--- src/source/picobus_pkg.sv ---
// picobus peripheral shared types
`default_nettype none

package picobus_pkg;

    // ------------------------------
    // bus bundles
    // ------------------------------

    // cpu to peripheral, same packing as the packed mem bus
    // wdata [68:37], wstrb [36:33], addr [32:1], valid [0]
    typedef struct packed {
        logic [31:0] wdata;
        logic [3:0]  wstrb;
        logic [31:0] addr;
        logic        valid;
    } bus_fwd_t;

    // peripheral back to cpu
    // ready [32] above rdata [31:0]
    typedef struct packed {
        logic        ready;
        logic [31:0] rdata;
    } bus_ret_t;

    // ------------------------------
    // register map and sequencing
    // ------------------------------

    // register opcode, taken from addr[3:2] of a word access
    typedef enum logic [1:0] {
        reg_scratch = 2'd0,
        reg_control = 2'd1,
        reg_accum   = 2'd2,
        reg_ident   = 2'd3
    } sfr_reg_e;

    // access sequencer shared by the blocks and the unmapped responder
    // idle waits for select, busy spends the fixed wait cycle,
    // done is the single ready cycle
    typedef enum logic [1:0] {
        acc_idle = 2'd0,
        acc_busy = 2'd1,
        acc_done = 2'd2
    } access_state_e;

    // ------------------------------
    // cluster constants
    // ------------------------------

    // read value for an address that no block claims
    localparam logic [31:0] unmapped_rdata = 32'hbad0_add0;

    // number of register blocks on the bus, sets the select width
    localparam int num_blocks = 2;

endpackage

`default_nettype wire

--- src/source/mem_addr_decode.sv ---
// bus address decoder
`default_nettype none

module mem_addr_decode (
    input  logic                               clk,
    input  logic                               rst,
    input  picobus_pkg::bus_fwd_t              bus_fwd,
    input  logic [7:0]                         base_addr  [picobus_pkg::num_blocks],
    input  logic [7:0]                         base2_addr [picobus_pkg::num_blocks],
    output logic [picobus_pkg::num_blocks-1:0] sel,
    output logic                               unmapped
);

    // edges from select to the edge where the master samples ready
    localparam logic [1:0] ready_age = 2'd2;

    logic [picobus_pkg::num_blocks-1:0] hit;
    // set once the current transfer has been decoded
    logic                               taken;
    // counts edges since the select was registered
    logic [1:0]                         age;

    // ------------------------------
    // address match
    // ------------------------------

    // addr[31:14] against base byte, second base byte and two zero bits
    always_comb begin
        for (int i = 0; i < picobus_pkg::num_blocks; i++) begin
            hit[i] = bus_fwd.addr[31:14] == {base_addr[i], base2_addr[i], 2'b00};
        end
    end

    // ------------------------------
    // registered select
    // ------------------------------

    // decode once per transfer, on the first edge valid is seen
    // ready comes back a fixed two edges after the select, so the
    // select drops on the edge where the master samples ready
    always_ff @(posedge clk) begin
        if (rst) begin
            sel      <= '0;
            unmapped <= 1'b0;
            taken    <= 1'b0;
            age      <= 2'd0;
        end else if (!bus_fwd.valid) begin
            // no transfer on the bus, re-arm for the next one
            sel      <= '0;
            unmapped <= 1'b0;
            taken    <= 1'b0;
            age      <= 2'd0;
        end else if (!taken) begin
            sel      <= hit;
            unmapped <= ~|hit;
            taken    <= 1'b1;
            age      <= 2'd0;
        end else if (age == ready_age) begin
            // transfer complete, hold cleared until valid drops
            sel      <= '0;
            unmapped <= 1'b0;
        end else begin
            age <= age + 2'd1;
        end
    end

    // overlapping bases from the top would select two blocks at once
    a_sel_onehot: assert property (@(posedge clk) disable iff (rst)
        $onehot0(sel))
        else $error("decoder selected more than one block: %b", sel);

    // a select never outlives the request that caused it
    a_sel_needs_valid: assert property (@(posedge clk) disable iff (rst)
        (|sel || unmapped) |-> bus_fwd.valid)
        else $error("select or unmapped flag high without valid");

endmodule

`default_nettype wire

--- src/source/bus_rule_check.sv ---
// valid/ready bus rule checker
`default_nettype none

module bus_rule_check #(
    parameter logic [31:0] max_stall_cycles = 32'd3
) (
    input logic                  clk,
    input logic                  rst,
    input picobus_pkg::bus_fwd_t bus_fwd,
    input picobus_pkg::bus_ret_t bus_ret,
    input logic                  sel
);

    // cycles this block has been selected without answering
    logic [31:0] stall_count;
    // request fields that must hold while waiting
    logic [67:0] req;

    assign req = {bus_fwd.addr, bus_fwd.wstrb, bus_fwd.wdata};

    // ------------------------------
    // stall counter
    // ------------------------------

    // the bus stalls normally while another block is addressed,
    // so only selected cycles count
    always_ff @(posedge clk) begin
        if (rst) begin
            stall_count <= '0;
        end else if (sel && bus_fwd.valid && !bus_ret.ready) begin
            stall_count <= stall_count + 32'd1;
        end else begin
            stall_count <= '0;
        end
    end

    a_stall_bound: assert property (@(posedge clk) disable iff (rst)
        stall_count <= max_stall_cycles)
        else $error("stall count %0d above bound %0d", stall_count, max_stall_cycles);

    // ------------------------------
    // peripheral side rules
    // ------------------------------

    // cannot answer a request that is not there
    a_ready_needs_valid: assert property (@(posedge clk) disable iff (rst)
        bus_ret.ready |-> bus_fwd.valid)
        else $error("ready without valid");

    // rdata is quiet outside the ready cycle
    a_rdata_quiet: assert property (@(posedge clk) disable iff (rst)
        !bus_ret.ready |-> bus_ret.rdata == 32'h0)
        else $error("rdata %h without ready", bus_ret.rdata);

    // ready is a single cycle pulse
    a_ready_pulse: assert property (@(posedge clk) disable iff (rst)
        bus_ret.ready |=> !bus_ret.ready)
        else $error("ready held longer than one cycle");

    // decoder select must come before the answer
    a_ready_after_sel: assert property (@(posedge clk) disable iff (rst)
        bus_ret.ready |-> $past(sel))
        else $error("ready without an earlier select");

    // ------------------------------
    // master side rules
    // ------------------------------

    // a waiting request keeps valid and every field stable
    a_req_stable: assert property (@(posedge clk) disable iff (rst)
        sel && bus_fwd.valid && !bus_ret.ready |=> bus_fwd.valid && $stable(req))
        else $error("request changed before ready");

endmodule

`default_nettype wire

--- src/source/sfr_block.sv ---
// special function register block
`default_nettype none

module sfr_block #(
    parameter logic [7:0]  base_addr        = 8'h00,
    parameter logic [7:0]  base2_addr       = 8'h00,
    parameter logic [31:0] max_stall_cycles = 32'd3
) (
    input  logic                  clk,
    input  logic                  rst,
    input  picobus_pkg::bus_fwd_t bus_fwd,
    input  logic                  sel,
    output picobus_pkg::bus_ret_t bus_ret
);

    picobus_pkg::access_state_e state;
    picobus_pkg::sfr_reg_e      reg_sel;

    // register file
    logic [31:0] scratch;
    logic [7:0]  control;
    logic [31:0] accum;
    logic [31:0] ident;

    // request decode
    logic [31:0] byte_mask;
    logic [31:0] wdata_masked;
    logic [31:0] read_value;
    logic        is_write;

    // return bundle registers
    logic        ready_q;
    logic [31:0] rdata_q;

    // ------------------------------
    // request decode
    // ------------------------------

    // word registers, opcode from addr[3:2]
    assign reg_sel  = picobus_pkg::sfr_reg_e'(bus_fwd.addr[3:2]);
    assign is_write = |bus_fwd.wstrb;

    // ident mirrors the two base bytes in its low half
    assign ident = {16'h0000, base_addr, base2_addr};

    // expand byte strobes to a bit mask
    always_comb begin
        for (int b = 0; b < 4; b++) begin
            byte_mask[8*b +: 8] = {8{bus_fwd.wstrb[b]}};
        end
    end

    assign wdata_masked = bus_fwd.wdata & byte_mask;

    // read mux, control is zero extended
    always_comb begin
        case (reg_sel)
            picobus_pkg::reg_scratch: read_value = scratch;
            picobus_pkg::reg_control: read_value = {24'h000000, control};
            picobus_pkg::reg_accum:   read_value = accum;
            default:                  read_value = ident;
        endcase
    end

    // ------------------------------
    // access sequencer
    // ------------------------------

    // idle -> busy on select, busy -> done raises ready, done -> idle
    // read data is captured with ready and zero in every other cycle
    always_ff @(posedge clk) begin
        if (rst) begin
            state   <= picobus_pkg::acc_idle;
            ready_q <= 1'b0;
            rdata_q <= '0;
        end else begin
            case (state)
                picobus_pkg::acc_idle: begin
                    ready_q <= 1'b0;
                    rdata_q <= '0;
                    if (sel) begin
                        state <= picobus_pkg::acc_busy;
                    end
                end
                picobus_pkg::acc_busy: begin
                    state   <= picobus_pkg::acc_done;
                    ready_q <= 1'b1;
                    // writes answer with zero
                    rdata_q <= is_write ? 32'h0 : read_value;
                end
                default: begin
                    // done, or an illegal encoding
                    state   <= picobus_pkg::acc_idle;
                    ready_q <= 1'b0;
                    rdata_q <= '0;
                end
            endcase
        end
    end

    // ------------------------------
    // register writes
    // ------------------------------

    // applied on the edge that raises ready
    always_ff @(posedge clk) begin
        if (rst) begin
            scratch <= '0;
            control <= '0;
            accum   <= '0;
        end else if (state == picobus_pkg::acc_busy && is_write) begin
            case (reg_sel)
                picobus_pkg::reg_scratch: begin
                    scratch <= (scratch & ~byte_mask) | wdata_masked;
                end
                picobus_pkg::reg_control: begin
                    // only the low byte is kept
                    if (bus_fwd.wstrb[0]) begin
                        control <= bus_fwd.wdata[7:0];
                    end
                end
                picobus_pkg::reg_accum: begin
                    // control bit 0 picks xor over add
                    if (control[0]) begin
                        accum <= accum ^ wdata_masked;
                    end else begin
                        accum <= accum + wdata_masked;
                    end
                end
                default: begin
                    // ident is read only
                end
            endcase
        end
    end

    assign bus_ret.ready = ready_q;
    assign bus_ret.rdata = rdata_q;

    // bus rules seen from this block
    bus_rule_check #(
        .max_stall_cycles(max_stall_cycles)
    ) u_rule_check (
        .clk    (clk),
        .rst    (rst),
        .bus_fwd(bus_fwd),
        .bus_ret(bus_ret),
        .sel    (sel)
    );

endmodule

`default_nettype wire

--- src/source/ret_merge.sv ---
// return bundle merger
`default_nettype none

module ret_merge (
    input  logic                  clk,
    input  logic                  rst,
    input  picobus_pkg::bus_ret_t blk_ret [picobus_pkg::num_blocks],
    input  logic                  unmapped,
    output picobus_pkg::bus_ret_t bus_ret
);

    // unmapped responder sequencer
    picobus_pkg::access_state_e state;
    logic                       u_ready;
    logic [31:0]                u_rdata;
    // one bit per ready source, the responder on top
    logic [picobus_pkg::num_blocks:0] rdy_vec;

    // ------------------------------
    // unmapped responder
    // ------------------------------

    // same pace as a block so both paths answer after two cycles
    always_ff @(posedge clk) begin
        if (rst) begin
            state <= picobus_pkg::acc_idle;
        end else begin
            case (state)
                picobus_pkg::acc_idle: begin
                    if (unmapped) begin
                        state <= picobus_pkg::acc_busy;
                    end
                end
                picobus_pkg::acc_busy: state <= picobus_pkg::acc_done;
                default:               state <= picobus_pkg::acc_idle;
            endcase
        end
    end

    // master ignores rdata on writes, so no strobe check here
    assign u_ready = state == picobus_pkg::acc_done;
    assign u_rdata = u_ready ? picobus_pkg::unmapped_rdata : 32'h0;

    // ------------------------------
    // merge
    // ------------------------------

    // idle sources return all zero, so a plain or is enough
    always_comb begin
        bus_ret.ready = u_ready;
        bus_ret.rdata = u_rdata;
        rdy_vec[picobus_pkg::num_blocks] = u_ready;
        for (int i = 0; i < picobus_pkg::num_blocks; i++) begin
            bus_ret.ready = bus_ret.ready | blk_ret[i].ready;
            bus_ret.rdata = bus_ret.rdata | blk_ret[i].rdata;
            rdy_vec[i]    = blk_ret[i].ready;
        end
    end

    a_single_source: assert property (@(posedge clk) disable iff (rst)
        $onehot0(rdy_vec))
        else $error("more than one ready source: %b", rdy_vec);

endmodule

`default_nettype wire

--- src/source/picobus_periph_top.sv ---
// picobus peripheral cluster top
`default_nettype none

module picobus_periph_top #(
    parameter logic [7:0]  base_addr0       = 8'h00,
    parameter logic [7:0]  base2_addr0      = 8'h00,
    parameter logic [7:0]  base_addr1       = 8'h00,
    parameter logic [7:0]  base2_addr1      = 8'h04,
    parameter logic [31:0] max_stall_cycles = 32'd3
) (
    input  logic                  clk,
    input  logic                  rst,
    input  picobus_pkg::bus_fwd_t bus_fwd,
    output picobus_pkg::bus_ret_t bus_ret
);

    // base bytes per block for the decoder
    logic [7:0] dec_base  [picobus_pkg::num_blocks];
    logic [7:0] dec_base2 [picobus_pkg::num_blocks];

    // decode to execute and result
    logic [picobus_pkg::num_blocks-1:0] sel;
    logic                               unmapped;

    // per block return bundles
    picobus_pkg::bus_ret_t blk_ret [picobus_pkg::num_blocks];

    assign dec_base  = '{base_addr0, base_addr1};
    assign dec_base2 = '{base2_addr0, base2_addr1};

    // ------------------------------
    // decode
    // ------------------------------

    mem_addr_decode u_decode (
        .clk       (clk),
        .rst       (rst),
        .bus_fwd   (bus_fwd),
        .base_addr (dec_base),
        .base2_addr(dec_base2),
        .sel       (sel),
        .unmapped  (unmapped)
    );

    // ------------------------------
    // register blocks
    // ------------------------------

    sfr_block #(
        .base_addr       (base_addr0),
        .base2_addr      (base2_addr0),
        .max_stall_cycles(max_stall_cycles)
    ) u_sfr0 (
        .clk    (clk),
        .rst    (rst),
        .bus_fwd(bus_fwd),
        .sel    (sel[0]),
        .bus_ret(blk_ret[0])
    );

    sfr_block #(
        .base_addr       (base_addr1),
        .base2_addr      (base2_addr1),
        .max_stall_cycles(max_stall_cycles)
    ) u_sfr1 (
        .clk    (clk),
        .rst    (rst),
        .bus_fwd(bus_fwd),
        .sel    (sel[1]),
        .bus_ret(blk_ret[1])
    );

    // ------------------------------
    // result
    // ------------------------------

    ret_merge u_merge (
        .clk     (clk),
        .rst     (rst),
        .blk_ret (blk_ret),
        .unmapped(unmapped),
        .bus_ret (bus_ret)
    );

endmodule

`default_nettype wire

--- config.mk ---
export PLATFORM = sky130hd
export DESIGN_NAME = picobus_periph_top
export DESIGN_NICKNAME = d
export VERILOG_FILES = /design/src/source/picobus_pkg.sv /design/src/source/mem_addr_decode.sv /design/src/source/bus_rule_check.sv /design/src/source/sfr_block.sv /design/src/source/ret_merge.sv /design/src/source/picobus_periph_top.sv
export SDC_FILE = /design/constraint.sdc
export NUM_CORES = 1
export LEC_CHECK = 0
export ABC_AREA = 0
export BUFFER_PORTS_ARGS = -buffer_cell sky130_fd_sc_hd__buf_2
export CAP_MARGIN = 20
export CORE_UTILIZATION = 60
export DETAILED_ROUTE_END_ITERATION = 8
export GPL_ROUTABILITY_DRIVEN = 0
export GPL_TIMING_DRIVEN = 1
export HOLD_SLACK_MARGIN = 0.15
export PLACE_DENSITY = 0.79
export SLEW_MARGIN = 20
export SYNTH_ARGS = -nofsm -noshare
export SYNTH_HDL_FRONTEND = slang
export SYNTH_SLANG_ARGS = --single-unit
export TNS_END_PERCENT = 10
--- constraint.sdc ---
create_clock -name clk -period 13.8 [get_ports clk]
set_input_delay 1.38 -clock clk [delete_from_list [all_inputs] [get_ports clk]]
set_output_delay 1.38 -clock clk [all_outputs]
set_load 0.01 [all_outputs]
==> out/qor_table.md, run 1 <==
| Group | Metric | Reported |
|---|---|---|
| synthesis | Seq cells post-synth | 222 |
| pwr | Sw Ratio | 24.63% |
| pwr | Cell internal pwr | 1.083 mW |
| synthesis | Compound-gate portion of the synthesized area | 23.34% |
| final layout | Most common library cell in the layout ignoring fill and taps | sky130_fd_sc_hd__dfxtp_1 |
| timing | Total Neg Setup Slack | 0 ns |
| detailed routing | Length of the first detailed-routing pass in iterations | 6 |
| final layout | Multi-input gate area in the final layout | 8967 µm² |
| clock network | Worst skew pair latency | 0.55 ns |
| synthesis | Number of library cell types mapped by synthesis | 87 |
| synthesis | Fraction of the mapped netlist area in adder cells | 3.430% |
| final layout | Sequential standard cell area | 4444 µm² |
| floorplanning | Top-level port count | 104 |
| critical path | Worst endpoint data arrival time | 5.47 ns |
| pwr | Part of the total power dissipated in combinational logic | 7.9% |
| timing | Count of final setup violators | 0 |
| synthesis | XOR/XNOR Fraction of Synth Area | 4.987% |
| floorplanning | Std-Cell Rows | 55 |
| clock network | Resized cells post-CTS | 0 |
| synthesis | Top post-synthesis cells by area | sky130_fd_sc_hd__dfxtp_1 (31%), sky130_fd_sc_hd__a21oi_1 (6.3%), sky130_fd_sc_hd__mux2i_1 (5.8%) |
| global route | Maximum number of pins on one net before global-route repair | 83 |
| global route | Global Route Usage Sum | 31.72% |
| final layout | Net total in the final layout | 1,944 |
| floorplanning | Total die area | 24,330 µm² |
| timing | Worst Tran Pin Value | 0.9158 ns |
| final layout | Share of layout cells above drive strength 1 | 10.59% |
| critical path | Maximum cell stage delay along the critical path | 0.48 ns |
| final layout | Final cell count without fillers | 2,184 |
| timing | Max-slew violation count | 0 |
| clock network | Number of buffers inserted to repair setup after CTS | 0 |
| critical path | Library cell appearing most often on the critical path | sky130_fd_sc_hd__o221ai_1 |
| clock network | Clock-pin transition on the worst setup and hold timing paths | 0.06 ns |
| timing | Setup repair after global routing missed its margin | false |
| hold path | Classification of the worst-slack hold path | register to register |
| critical path | Highest-delay cell along the critical path | sky130_fd_sc_hd__buf_4 |
| job | Max-Cap Viols | 0 |
| pwr | Sw Pwr | 0.3539 mW |
| synthesis | Cell type with the largest total area after synthesis | sky130_fd_sc_hd__dfxtp_1 |
| final layout | Area added between synthesis and finish | 7.952% |
| synthesis | Portion of the post-synthesis area used by sequential elements | 31.24% |
| floorplanning | Initial Util | 62.07% |
| critical path | Critical path type | input pin to register |
| synthesis | Post-Synthesis Cells | 1,898 |
| pwr | Leakage dissipation | 5.636 nW |
| global route | First-pass GRT wire length | 63,140 µm |
| place | HPWL after detailed placement | 25,560 µm |
| synthesis | Mux cell area share after synthesis | 6.087% |
| timing | Clock skew after layout | 0.008694 ns |
| timing | Fraction of the cycle the final worst path needs | 36.50% |
| synthesis | Share of synthesized cell area in and, or, nand and nor gates | 25.06% |
| critical path | Worst path required time | 14.24 ns |
| clock network | CTS sink count | 222 |
| synthesis | Yosys warning total | 0 |
| detailed routing | Antenna violation net count after detailed routing | 0 |
| critical path | Critical path fanouts, max | 62 |
| place | Placed cell count | 2,140 |
| clock network | Maximum level of the CTS H-tree | 1 |
| timing | Headroom to the max-slew limit | 38.95% |
| detailed routing | DRC violation total after the first TritonRoute iteration | 1,483 |
| timing | Final critical delay including setup and external delays | 5.038 ns |
| detailed routing | DRC errors left | 0 |
| detailed routing | Via/cell ratio | 6.279 |
| final layout | Top library cells by usage in the layout, fill and taps aside | sky130_fd_sc_hd__dfxtp_1 (222), sky130_fd_sc_hd__nor2_1 (202), sky130_fd_sc_hd__nand2_1 (184) |
| synthesis | Yosys top cell area share | 31.24% |
| critical path | Buffers plus inverters on the worst setup path | 2 |
| synthesis | Mean instance size in the synthesized netlist | 7.495 µm² |
| global route | Via count of the first global-routing pass | 12,660 |
| clock network | Number of hold buffers added after cts | 0 |
| critical path | Top delay family on crit path | compound AO/OA/AOI/OAI gates |
| final layout | Layout filler cell count | 1,970 |
| detailed routing | Vias | 13,710 |
| timing | Maximum achievable frequency | 198.5 MHz |
| synthesis | Largest family of logic cells by synthesized area | simple AND/OR/NAND/NOR gates |
| pwr | Worst vdd ir | 0.00008341 V |
| detailed routing | Routed WL per cell | 17.64 µm |
| pwr | Clock share of power | 47.4% |
| critical path | Critical path cell sequence | buf_2 > buf_4 > and2_1 > ha_1 > o21ai_0 > o221ai_1 > o221ai_1 > a221oi_4 > a211oi_2 > o211ai_2 > nand3_2 > and3b_1 > o31ai_1 > mux2_1 |
| synthesis | Post-synth net total | 1,988 |
| clock network | Deepest clock path buffer count | 3 |
| clock network | CTS root buffer | sky130_fd_sc_hd__clkbuf_16 |
| pwr | Pwr Density | 93.56 nW/µm² |
| floorplanning | Core Area | 22,920 µm² |
| detailed routing | DRT Wirelength | 38,520 µm |
| synthesis | Area of the mapped netlist | 14,220 µm² |
| outcome | Run status | finished, final reports clean |
| clock network | TritonCTS clock tree | done |
| floorplanning | Vertical die dimension | 156.0 µm |
| pwr | Sequential cell fraction of total power | 44.7% |
| synthesis | Async set-reset flop share out of synthesis | 0% |
| clock network | CTS buffer count | 25 |
| critical path | Kind of end point of the critical path | register |
| timing | Hold Violations, Final | 0 |
| floorplanning | Die width | 156.0 µm |
| critical path | Kind of launch point of the worst setup path | input pin |
| synthesis | Post-synth EDFFs | 0 |
| place | Port Buffer Count | 91 |
| global route | Grt ovf | 0 |
| global route | Antenna violations before repair | 0 |
| synthesis | Dominant synthesized flop cell | sky130_fd_sc_hd__dfxtp_1 |
## power by group through the flow
stage / Combinational [mW] / Sequential, mW / Clock (mW)
global placement: 0.109 / 0.656 / 0
global route: 0.124 / 0.642 / 0.712
detailed placement: 0.111 / 0.657 / 0
floorplan: 0.0820 / 0.656 / 0
CTS: 0.112 / 0.642 / 0.688
finish: 0.113 / 0.642 / 0.681
## path summary, 6_finish.rpt
path / start / cells past startpoint / slack [ns] / endpoint
setup / recovery: bus_fwd[33] / 14 / 8.76 / u_sfr0.accum[31]
hold reg to reg: u_sfr0.state[1] / 1 / 0.42 / u_sfr0.state[0]
setup reg to reg: u_sfr0.accum[0] / 11 / 10.06 / u_sfr0.accum[31]
hold / removal: u_sfr0.state[1] / 1 / 0.42 / u_sfr0.state[0]
## worst register-to-register path: stages (launching register included)
cell and delay (ns):
sky130_fd_sc_hd__dfxtp_1 0.37, sky130_fd_sc_hd__ha_1 0.28, sky130_fd_sc_hd__o21ai_0 0.11, sky130_fd_sc_hd__o221ai_1 0.47, sky130_fd_sc_hd__o221ai_1 0.35, sky130_fd_sc_hd__a221oi_4 0.48, sky130_fd_sc_hd__a211oi_2 0.22, sky130_fd_sc_hd__o211ai_2 0.35
sky130_fd_sc_hd__nand3_2 0.14, sky130_fd_sc_hd__and3b_1 0.20, sky130_fd_sc_hd__o31ai_1 0.31, sky130_fd_sc_hd__mux2_1 0.35
## per-layer routing
layer | wire, µm | vias up | share of wire [%] | global-route usage (%)
met4 | 1240 | 0 | 3.2 | 11.90
met2 | 17500 | 548 | 45 | 51.11
met5 | 0 | - | 0 | 0
met1 | 16830 | 6424 | 44 | 43.04
li1 | - | 6650 | - | -
met3 | 2955 | 91 | 7.7 | 4.278
## cell families after synthesis
kind of cell,Yosys count
compound gates,525
xor+xnor,81
fa+ha+maj,44
buf+inv,212
flops,222
mux,86
simple gates,728
## final cells by class
type / instances / area share [%]
multi-input cells: 1464 / 58.40
repair buffers: 110 / 3.927
inverters: 31 / 0.7578
flip-flops and latches: 222 / 28.94
clock buffers: 32 / 4.441
clock inverters: 11 / 0.9696
diodes: 1 / 0.01630
well taps: 313 / 2.550
## stage by stage
stage	hold slack, ns	area, µm²	setup WS, ns	util, %	power [mW]
finish	0.4179	15360	8.762	67.01	1.437
global route	0.4455	15350	8.471	67.00	1.478
CTS	0.4148	15350	8.864	67.00	1.442
detailed placement	0.4052	14520	8.313	63.37	0.7674
global placement	0.3941	14520	8.371	63.37	0.7654
floorplan	0.3901	14220	8.112	-	0.7381
## cells in the mapped netlist, types with 31 or more instances
| cell | n |
|---|---|
| sky130_fd_sc_hd__nand2_1 | 184 |
| sky130_fd_sc_hd__clkbuf_1 | 139 |
| sky130_fd_sc_hd__mux2i_1 | 82 |
| sky130_fd_sc_hd__or3_1 | 55 |
| sky130_fd_sc_hd__dfxtp_1 | 222 |
| sky130_fd_sc_hd__and2_1 | 31 |
| sky130_fd_sc_hd__xnor2_1 | 59 |
| sky130_fd_sc_hd__a21oi_1 | 180 |
| sky130_fd_sc_hd__nand2b_1 | 49 |
| sky130_fd_sc_hd__inv_1 | 31 |
| sky130_fd_sc_hd__nor2_1 | 203 |
| sky130_fd_sc_hd__nand3_1 | 93 |
| sky130_fd_sc_hd__o21ai_0 | 125 |
Power figures use the tool's default switching activity.
==> run 2: changes to the inputs <==
ABC_AREA = 1   (was 0)
CORE_UTILIZATION = 55   (was 60)
PLACE_DENSITY = 0.77   (was 0.79)
clock period = 4.4 ns   (was 13.8 ns; I/O delays follow)
==> run 2 against run 1 <==
Net effect:
- power grew to 3.1 times the previous value
- combinational power grew to 2.6 times the previous value
- cell count rose by 16%
- core utilization is 4.6 points lower
- first-iteration DRC count increased by 8.6%
- final area shrank 4.9%
- sequential cell count unchanged
- die area rose by 0.49%
- sequential share of layout area rose by 1.5 points
- via count rose by 3.2%
- setup slack worse by 6.8 ns
- critical path type unchanged
- largest power group unchanged
==> out/qor_table.md, run 2 <==
| Group | Metric | Reported |
|---|---|---|
| critical path | Critical path cell sequence | buf_2 > nand2_1 > nand2_1 > nand2_1 > nor2_2 > inv_1 > nor2_1 > nand3_1 > nand2_1 > nand2_1 > nand2_1 > nand2_1 > nand2_1 > nand2_1 > a21oi_1 |
| clock network | CTS sink count | 222 |
| synthesis | Most instantiated cells after synthesis | sky130_fd_sc_hd__nand2_1 (695), sky130_fd_sc_hd__inv_1 (245), sky130_fd_sc_hd__dfxtp_1 (222) |
| clock network | Clock-pin transition on the worst setup and hold timing paths | 0.06 ns |
| critical path | Buffers plus inverters on the worst setup path | 2 |
| floorplanning | Std-Cell Rows | 56 |
| detailed routing | Length of the first detailed-routing pass in iterations | 6 |
| detailed routing | DRT Wirelength | 40,570 µm |
| final layout | Util after Layout | 62.38% |
| place | Placed cell count | 2,496 |
| critical path | Top delay family on crit path | simple AND/OR/NAND/NOR gates |
| place | Port Buffer Count | 91 |
| job | Max-Cap Viols | 0 |
| pwr | Leakage dissipation | 6.832 nW |
| pwr | Worst vdd ir | 0.0003737 V |
| global route | Grt ovf | 0 |
| detailed routing | Via/cell ratio | 5.572 |
| critical path | Worst path required time | 4.85 ns |
| clock network | CTS root buffer | sky130_fd_sc_hd__clkbuf_16 |
| detailed routing | Vias | 14,150 |
| timing | Hold WS | 0.1835 ns |
| critical path | Worst endpoint data arrival time | 2.91 ns |
| place | Pre-CTS worst setup slack | 1.522 ns |
| global route | Antenna violations before repair | 1 |
| clock network | Worst skew pair latency | 0.55 ns |
| synthesis | Top post-synthesis cells by area | sky130_fd_sc_hd__dfxtp_1 (34%), sky130_fd_sc_hd__nand2_1 (20%), sky130_fd_sc_hd__a21oi_1 (7.1%) |
| synthesis | Cell type with the largest total area after synthesis | sky130_fd_sc_hd__dfxtp_1 |
| timing | Total Neg Setup Slack | 0 ns |
| timing | Headroom to the max-slew limit | 36.96% |
| timing | Fraction of the cycle the final worst path needs | 55.74% |
| detailed routing | Routed WL per cell | 15.98 µm |
| timing | Final critical delay including setup and external delays | 2.452 ns |
| place | HPWL after detailed placement | 30,200 µm |
| global route | Maximum number of pins on one net before global-route repair | 67 |
| final layout | Top library cells by usage in the layout, fill and taps aside | sky130_fd_sc_hd__nand2_1 (695), sky130_fd_sc_hd__inv_1 (244), sky130_fd_sc_hd__dfxtp_1 (222) |
| pwr | Sw Pwr | 1.094 mW |
| clock network | Deepest clock path buffer count | 3 |
| synthesis | Post-Synthesis Cells | 2,147 |
| critical path | Highest-delay cell along the critical path | sky130_fd_sc_hd__buf_2 |
| floorplanning | Core Area | 23,400 µm² |
| floorplanning | Initial Util | 56.00% |
| pwr | Pwr Density | 304.0 nW/µm² |
| detailed routing | DRC violation total after the first TritonRoute iteration | 1,611 |
| clock network | TritonCTS clock tree | done |
| critical path | Kind of end point of the critical path | register |
| final layout | Diodes inserted | 0 |
| critical path | Kind of launch point of the worst setup path | input pin |
| global route | Via count of the first global-routing pass | 12,650 |
| synthesis | Portion of the post-synthesis area used by sequential elements | 33.91% |
| pwr | Sw Ratio | 24.65% |
| pwr | Post-layout power | 4.438 mW |
| synthesis | Area of the mapped netlist | 13,110 µm² |
| global route | First-pass GRT wire length | 64,030 µm |
| synthesis | Post-synth EDFFs | 0 |
| synthesis | Number of library cell types mapped by synthesis | 42 |
| timing | Hold Violations, Final | 0 |
| final layout | Net total in the final layout | 2,293 |
| final layout | Final cell count without fillers | 2,539 |
| synthesis | Async set-reset flop share out of synthesis | 0% |
| timing | Max-slew violation count | 0 |
| global route | Global Route Usage Sum | 33.01% |
| timing | Worst Tran Pin Value | 0.9446 ns |
| critical path | Maximum cell stage delay along the critical path | 0.67 ns |
| pwr | Sequential cell fraction of total power | 45.4% |
| final layout | Most common library cell in the layout ignoring fill and taps | sky130_fd_sc_hd__nand2_1 |
| synthesis | Seq cells post-synth | 222 |
| floorplanning | Vertical die dimension | 156.4 µm |
| synthesis | Most common cell in the synthesized netlist | sky130_fd_sc_hd__nand2_1 |
| pwr | Part of the total power dissipated in combinational logic | 6.7% |
| clock network | Resized cells post-CTS | 0 |
| pwr | Clock share of power | 48.0% |
| synthesis | Dominant synthesized flop cell | sky130_fd_sc_hd__dfxtp_1 |
| clock network | Maximum level of the CTS H-tree | 1 |
| outcome | Run status | finished, final reports clean |
| timing | Count of final setup violators | 0 |
| place | Placed cell area | 13,760 µm² |
| critical path | Critical path fanouts, max | 39 |
| final layout | Share of layout cells above drive strength 1 | 11.08% |
| clock network | CTS buffer count | 24 |
| final layout | Post-Layout Inst Area | 14,600 µm² |
| detailed routing | Antenna violation net count after detailed routing | 0 |
| clock network | Number of hold buffers added after cts | 0 |
| hold path | Classification of the worst-slack hold path | input pin to register |
| floorplanning | Die width | 156.4 µm |
| synthesis | Yosys warning total | 0 |
| pwr | Cell internal pwr | 3.344 mW |
| clock network | Number of buffers inserted to repair setup after CTS | 0 |
| critical path | Library cell appearing most often on the critical path | sky130_fd_sc_hd__nand2_1 |
| synthesis | Mean instance size in the synthesized netlist | 6.104 µm² |
| critical path | Critical path type | input pin to register |
| timing | Setup repair after global routing missed its margin | false |
| floorplanning | Total die area | 24,450 µm² |
| timing | Clock skew after layout | 0.02782 ns |
| floorplanning | Top-level port count | 104 |
| timing | Final worst slack | 1.948 ns |
| synthesis | Post-synth net total | 2,237 |
| timing | Maximum achievable frequency | 407.8 MHz |
| final layout | Area added between synthesis and finish | 11.39% |
| synthesis | Yosys top cell area share | 33.91% |
| detailed routing | DRC errors left | 0 |
-- run 2: cell count changes in the layout (fill, tap and decap cells not counted), moves of 31 or more --
| cell | before | now |
|---|---|---|
| sky130_fd_sc_hd__inv_1 | 31 | 244 |
| sky130_fd_sc_hd__nand2_1 | 184 | 695 |
| sky130_fd_sc_hd__or3_1 | 55 | 0 |
| sky130_fd_sc_hd__xnor2_1 | 59 | 2 |
| sky130_fd_sc_hd__nand3_1 | 93 | 176 |
| sky130_fd_sc_hd__nand2_2 | 0 | 31 |
| sky130_fd_sc_hd__mux2i_1 | 82 | 0 |
| sky130_fd_sc_hd__nand2b_1 | 49 | 0 |
-- run 2: kinds of logic after synthesis --
logic type	count (synthesis)	share of synthesized area, %
adder cells (fa/ha/maj)	19	1.814
flip-flops	222	33.91
AND/OR/NAND/NOR	1177	37.72
AO/OA/AOI/OAI	372	15.29
buffers and inverters	343	10.33
XOR/XNOR	14	0.9357
-- run 2: path summary, 6_finish.rpt --
path / start / endpoint / slack [ns] / cells past startpoint
worst max-delay path: bus_fwd[34] / u_sfr1.accum[28] / 1.95 / 15
worst max register to register: u_sfr0.accum[1] / u_sfr0.accum[28] / 2.10 / 20
worst min-delay path: bus_fwd[19] / u_decode.sel[1] / 0.18 / 3
worst min register to register: u_sfr0.state[0] / u_sfr0.state[0] / 0.42 / 1
-- run 2: power groups by stage --
stage / Clock [mW] / Sequential (mW) / Combinational, mW
2_1_floorplan: 0 / 2.06 / 0.179
3_3_place_gp: 0 / 2.06 / 0.280
3_5_place_dp: 0 / 2.06 / 0.284
4_1_cts: 2.14 / 2.01 / 0.285
5_1_grt: 2.23 / 2.01 / 0.321
6_report: 2.13 / 2.01 / 0.296
-- run 2: per-layer routing --
layer	wire, µm	up-vias	track usage (%)
met5	13	-	0
met4	928	2	9.384
met3	4607	75	5.926
met2	16880	680	49.94
met1	18140	6401	47.59
li1	-	6989	-
-- run 2: cell type report --
cell class	count	area (µm²)
fillers	2243	8805
inverters	264	991.0
multi-input cells	1582	7340
repair buffers	109	590.6
clock inverters	17	215.2
flip-flops and latches	222	4444
well taps	319	399.1
clock buffers	26	618.1
-- run 2: worst reg2reg max path: stages (launching register included) --
cell and delay [ns]:
sky130_fd_sc_hd__dfxtp_1 0.36, sky130_fd_sc_hd__inv_1 0.07, sky130_fd_sc_hd__nand2_1 0.08, sky130_fd_sc_hd__nand2_1 0.05, sky130_fd_sc_hd__inv_1 0.07, sky130_fd_sc_hd__ha_1 0.14, sky130_fd_sc_hd__inv_1 0.04, sky130_fd_sc_hd__nand2_1 0.09
sky130_fd_sc_hd__nand2_1 0.06, sky130_fd_sc_hd__o21ai_1 0.25, sky130_fd_sc_hd__nand2_1 0.09, sky130_fd_sc_hd__nand2_1 0.13, sky130_fd_sc_hd__nand2_1 0.10, sky130_fd_sc_hd__nand2_1 0.15, sky130_fd_sc_hd__nand2_1 0.07, sky130_fd_sc_hd__nand2_1 0.10
sky130_fd_sc_hd__nand2_1 0.06, sky130_fd_sc_hd__nand2_1 0.09, sky130_fd_sc_hd__nand3_1 0.06, sky130_fd_sc_hd__nand2_1 0.09, sky130_fd_sc_hd__inv_1 0.03
==> run 3: changes to the inputs <==
CORE_UTILIZATION = 60   (was 55)
PLACE_DENSITY = 0.8   (was 0.77)
clock period = 2.55 ns   (was 4.4 ns; I/O delays follow)
==> run 3 against run 2 <==
Net effect:
- non-clock buffer count up 49
- setup slack worse by 1.9 ns
- sequential power up 73%
- register-to-register slack worse by 1.8 ns
- largest cell class unchanged
==> out/qor_table.md, run 3 (synthesized netlist as in run 2, its figures left out) <==
| Group | Metric | Reported |
|---|---|---|
| pwr | Pwr Density | 514.6 nW/µm² |
| hold path | WHS Path Cells | 5 |
| timing | Setup repair after global routing missed its margin | true |
| job | Max-Cap Viols | 0 |
| critical path | Critical path fanouts, max | 14 |
| hold path | Origin of the worst min-delay path | bus_fwd[21] |
| global route | Antenna violations before repair | 2 |
| hold path | Classification of the worst-slack hold path | input pin to register |
| timing | Max-slew violation count | 0 |
| clock network | Deepest clock path buffer count | 3 |
| final layout | Diodes inserted | 0 |
| clock network | TritonCTS clock tree | done |
| pwr | Part of the total power dissipated in combinational logic | 7.4% |
| timing | Headroom to the max-slew limit | 55.15% |
| timing | Fraction of the cycle the final worst path needs | 97.94% |
| pwr | Cell internal pwr | 5.925 mW |
| critical path | Kind of launch point of the worst setup path | input pin |
| critical path | Reg-to-reg critical path endpoint | u_sfr0.accum[30] |
| critical path | Worst endpoint data arrival time | 2.94 ns |
| pwr | Clock share of power | 48.0% |
| timing | Count of final setup violators | 0 |
| detailed routing | DRC violation total after the first TritonRoute iteration | 1,480 |
| clock network | Worst skew pair latency | 0.53 ns |
| detailed routing | Antenna violation net count after detailed routing | 0 |
| pwr | Leakage dissipation | 7.071 nW |
| floorplanning | Initial Util | 61.76% |
| pwr | Sw Ratio | 23.85% |
| critical path | Worst path required time | 3.00 ns |
| pwr | Sequential cell fraction of total power | 44.7% |
| critical path | Startpoint of the most critical register-to-register path | u_sfr0.accum[1] |
| detailed routing | Via/cell ratio | 5.702 |
| floorplanning | Vertical die dimension | 149.8 µm |
| detailed routing | DRC errors left | 0 |
| final layout | Area added between synthesis and finish | 15.36% |
| clock network | Maximum level of the CTS H-tree | 1 |
| global route | Maximum number of pins on one net before global-route repair | 59 |
| outcome | Run status | finished, final reports clean |
| detailed routing | Vias | 14,510 |
| final layout | Most common library cell in the layout ignoring fill and taps | sky130_fd_sc_hd__nand2_1 |
| floorplanning | Top-level port count | 104 |
| clock network | CTS buffer count | 24 |
| place | Port Buffer Count | 91 |
| timing | Final critical delay including setup and external delays | 2.498 ns |
| timing | Hold Violations, Final | 0 |
| place | HPWL after detailed placement | 30,150 µm |
| global route | Global Route Usage Sum | 37.14% |
| final layout | Share of layout cells above drive strength 1 | 11.37% |
| timing | Worst Tran Pin Value | 0.6728 ns |
| critical path | R2r worst-path depth | 20 |
| pwr | Sw Pwr | 1.855 mW |
| global route | Grt ovf | 0 |
| detailed routing | Length of the first detailed-routing pass in iterations | 6 |
| critical path | Critical path type | input pin to register |
| critical path | Kind of end point of the critical path | register |
| detailed routing | DRT Wirelength | 41,790 µm |
| timing | Total Neg Setup Slack | 0 ns |
| pwr | Worst vdd ir | 0.0004280 V |
| floorplanning | Core Area | 21,220 µm² |
| clock network | Number of buffers inserted to repair setup after CTS | 0 |
| place | Placed cell count | 2,463 |
| timing | Maximum achievable frequency | 400.4 MHz |
| final layout | Net total in the final layout | 2,342 |
| floorplanning | Die width | 149.8 µm |
| timing | Clock skew after layout | 0.01642 ns |
| final layout | Post-Layout Inst Area | 15,120 µm² |
| final layout | Layout filler cell count | 1,819 |
| hold path | Hold path endpoint | u_decode.unmapped |
| global route | Via count of the first global-routing pass | 13,090 |
| floorplanning | Std-Cell Rows | 53 |
| global route | First-pass GRT wire length | 65,610 µm |
| critical path | Reg-to-reg slack, setup | 0.35 ns |
| clock network | Clock-pin transition on the worst setup and hold timing paths | 0.06 ns |
| clock network | CTS sink count | 222 |
| clock network | CTS root buffer | sky130_fd_sc_hd__clkbuf_16 |
| final layout | Final cell count without fillers | 2,544 |
| floorplanning | Total die area | 22,440 µm² |
| final layout | Top library cells by usage in the layout, fill and taps aside | sky130_fd_sc_hd__nand2_1 (691), sky130_fd_sc_hd__inv_1 (244), sky130_fd_sc_hd__dfxtp_1 (222) |
| detailed routing | Routed WL per cell | 16.43 µm |
| place | Placed cell area | 13,870 µm² |
[run 3: changes by cell type in the layout (fill, tap and decap cells not counted), moves of 2 or more]
cell / change
sky130_fd_sc_hd__buf_12: +6
sky130_fd_sc_hd__nand2_2: +4
sky130_fd_sc_hd__nand2_1: -4
sky130_fd_sc_hd__dlygate4sd3_1: +38
sky130_fd_sc_hd__clkbuf_1: +4
sky130_fd_sc_hd__clkbuf_8: +4
sky130_fd_sc_hd__clkinv_2: -4
sky130_fd_sc_hd__buf_6: +2
sky130_fd_sc_hd__buf_4: +4
[run 3: power by group through the flow]
| stage | logic, mW | registers, mW | clock network (mW) |
|---|---|---|---|
| after floorplan | 0.308 | 3.55 | 0 |
| after global placement | 0.493 | 3.55 | 0 |
| after detailed placement | 0.500 | 3.55 | 0 |
| after CTS | 0.548 | 3.47 | 3.74 |
| after global routing | 0.615 | 3.47 | 3.89 |
| final | 0.574 | 3.47 | 3.73 |
[run 3: layer usage]
metal | GRT usage, % | wire [µm] | vias up
li1 | - | - | 7080
met1 | 52.69 | 17630 | 6455
met2 | 54.42 | 16830 | 829
met3 | 9.421 | 5837 | 139
met4 | 12.22 | 1460 | 4
met5 | 0 | 26 | -
[run 3: critical path: stages]
cell and delay (ns):
sky130_fd_sc_hd__dlygate4sd3_1 0.54, sky130_fd_sc_hd__buf_2 0.28, sky130_fd_sc_hd__nor2_1 0.17, sky130_fd_sc_hd__nand2_1 0.18
sky130_fd_sc_hd__nand2_1 0.21, sky130_fd_sc_hd__nor2_2 0.37, sky130_fd_sc_hd__nand3_1 0.14, sky130_fd_sc_hd__dlygate4sd3_1 0.61
sky130_fd_sc_hd__a21oi_1 0.18
[run 3: how the worst max path moves through the flow]
stage                                   to  slack, ns  depth (start not counted)         from
after global routing      u_sfr1.accum[22]      -0.02                         21  bus_fwd[33]
after detailed placement  u_sfr1.accum[22]       0.18                         20  bus_fwd[33]
after CTS                 u_sfr1.accum[22]       0.19                         21  bus_fwd[33]
after floorplan           u_sfr0.accum[26]       0.29                         22  bus_fwd[33]
final                             register       0.05                          9  bus_fwd[36]
after global placement            register       0.22                          9  bus_fwd[35]
[run 3: what timing repair did]
item / 4_1_cts / 5_1_grt
endpoints found under the setup margin: 0 / 18
gates resized for setup: 0 / 9
endpoints found under the hold margin: 79 / 0
hold buffers: 38 / 0
[run 3: per-stage QoR]
step / utilization [%] / setup slack, ns / power [mW] / hold slack (ns)
2_1_floorplan: - / 0.2867 / 3.858 / 0.3434
3_3_place_gp: 65.35 / 0.2153 / 4.044 / 0.4064
3_5_place_dp: 65.35 / 0.1779 / 4.052 / 0.4126
4_1_cts: 71.13 / 0.1867 / 7.761 / 0.1778
5_1_grt: 71.24 / -0.02441 / 7.974 / 0.2050
6_report: 71.24 / 0.05248 / 7.780 / 0.1719
[run 3: layout make-up]
cell class	instances	area, µm²	share of cell area (%)
clock buffer	34	688.2	4.552
clock inverter	9	158.9	1.051
inverter	264	991.0	6.555
multi-input combinational	1582	7353	48.64
sequential	222	4444	29.40
tap	275	344.1	2.276
timing repair buffer	158	1139	7.531
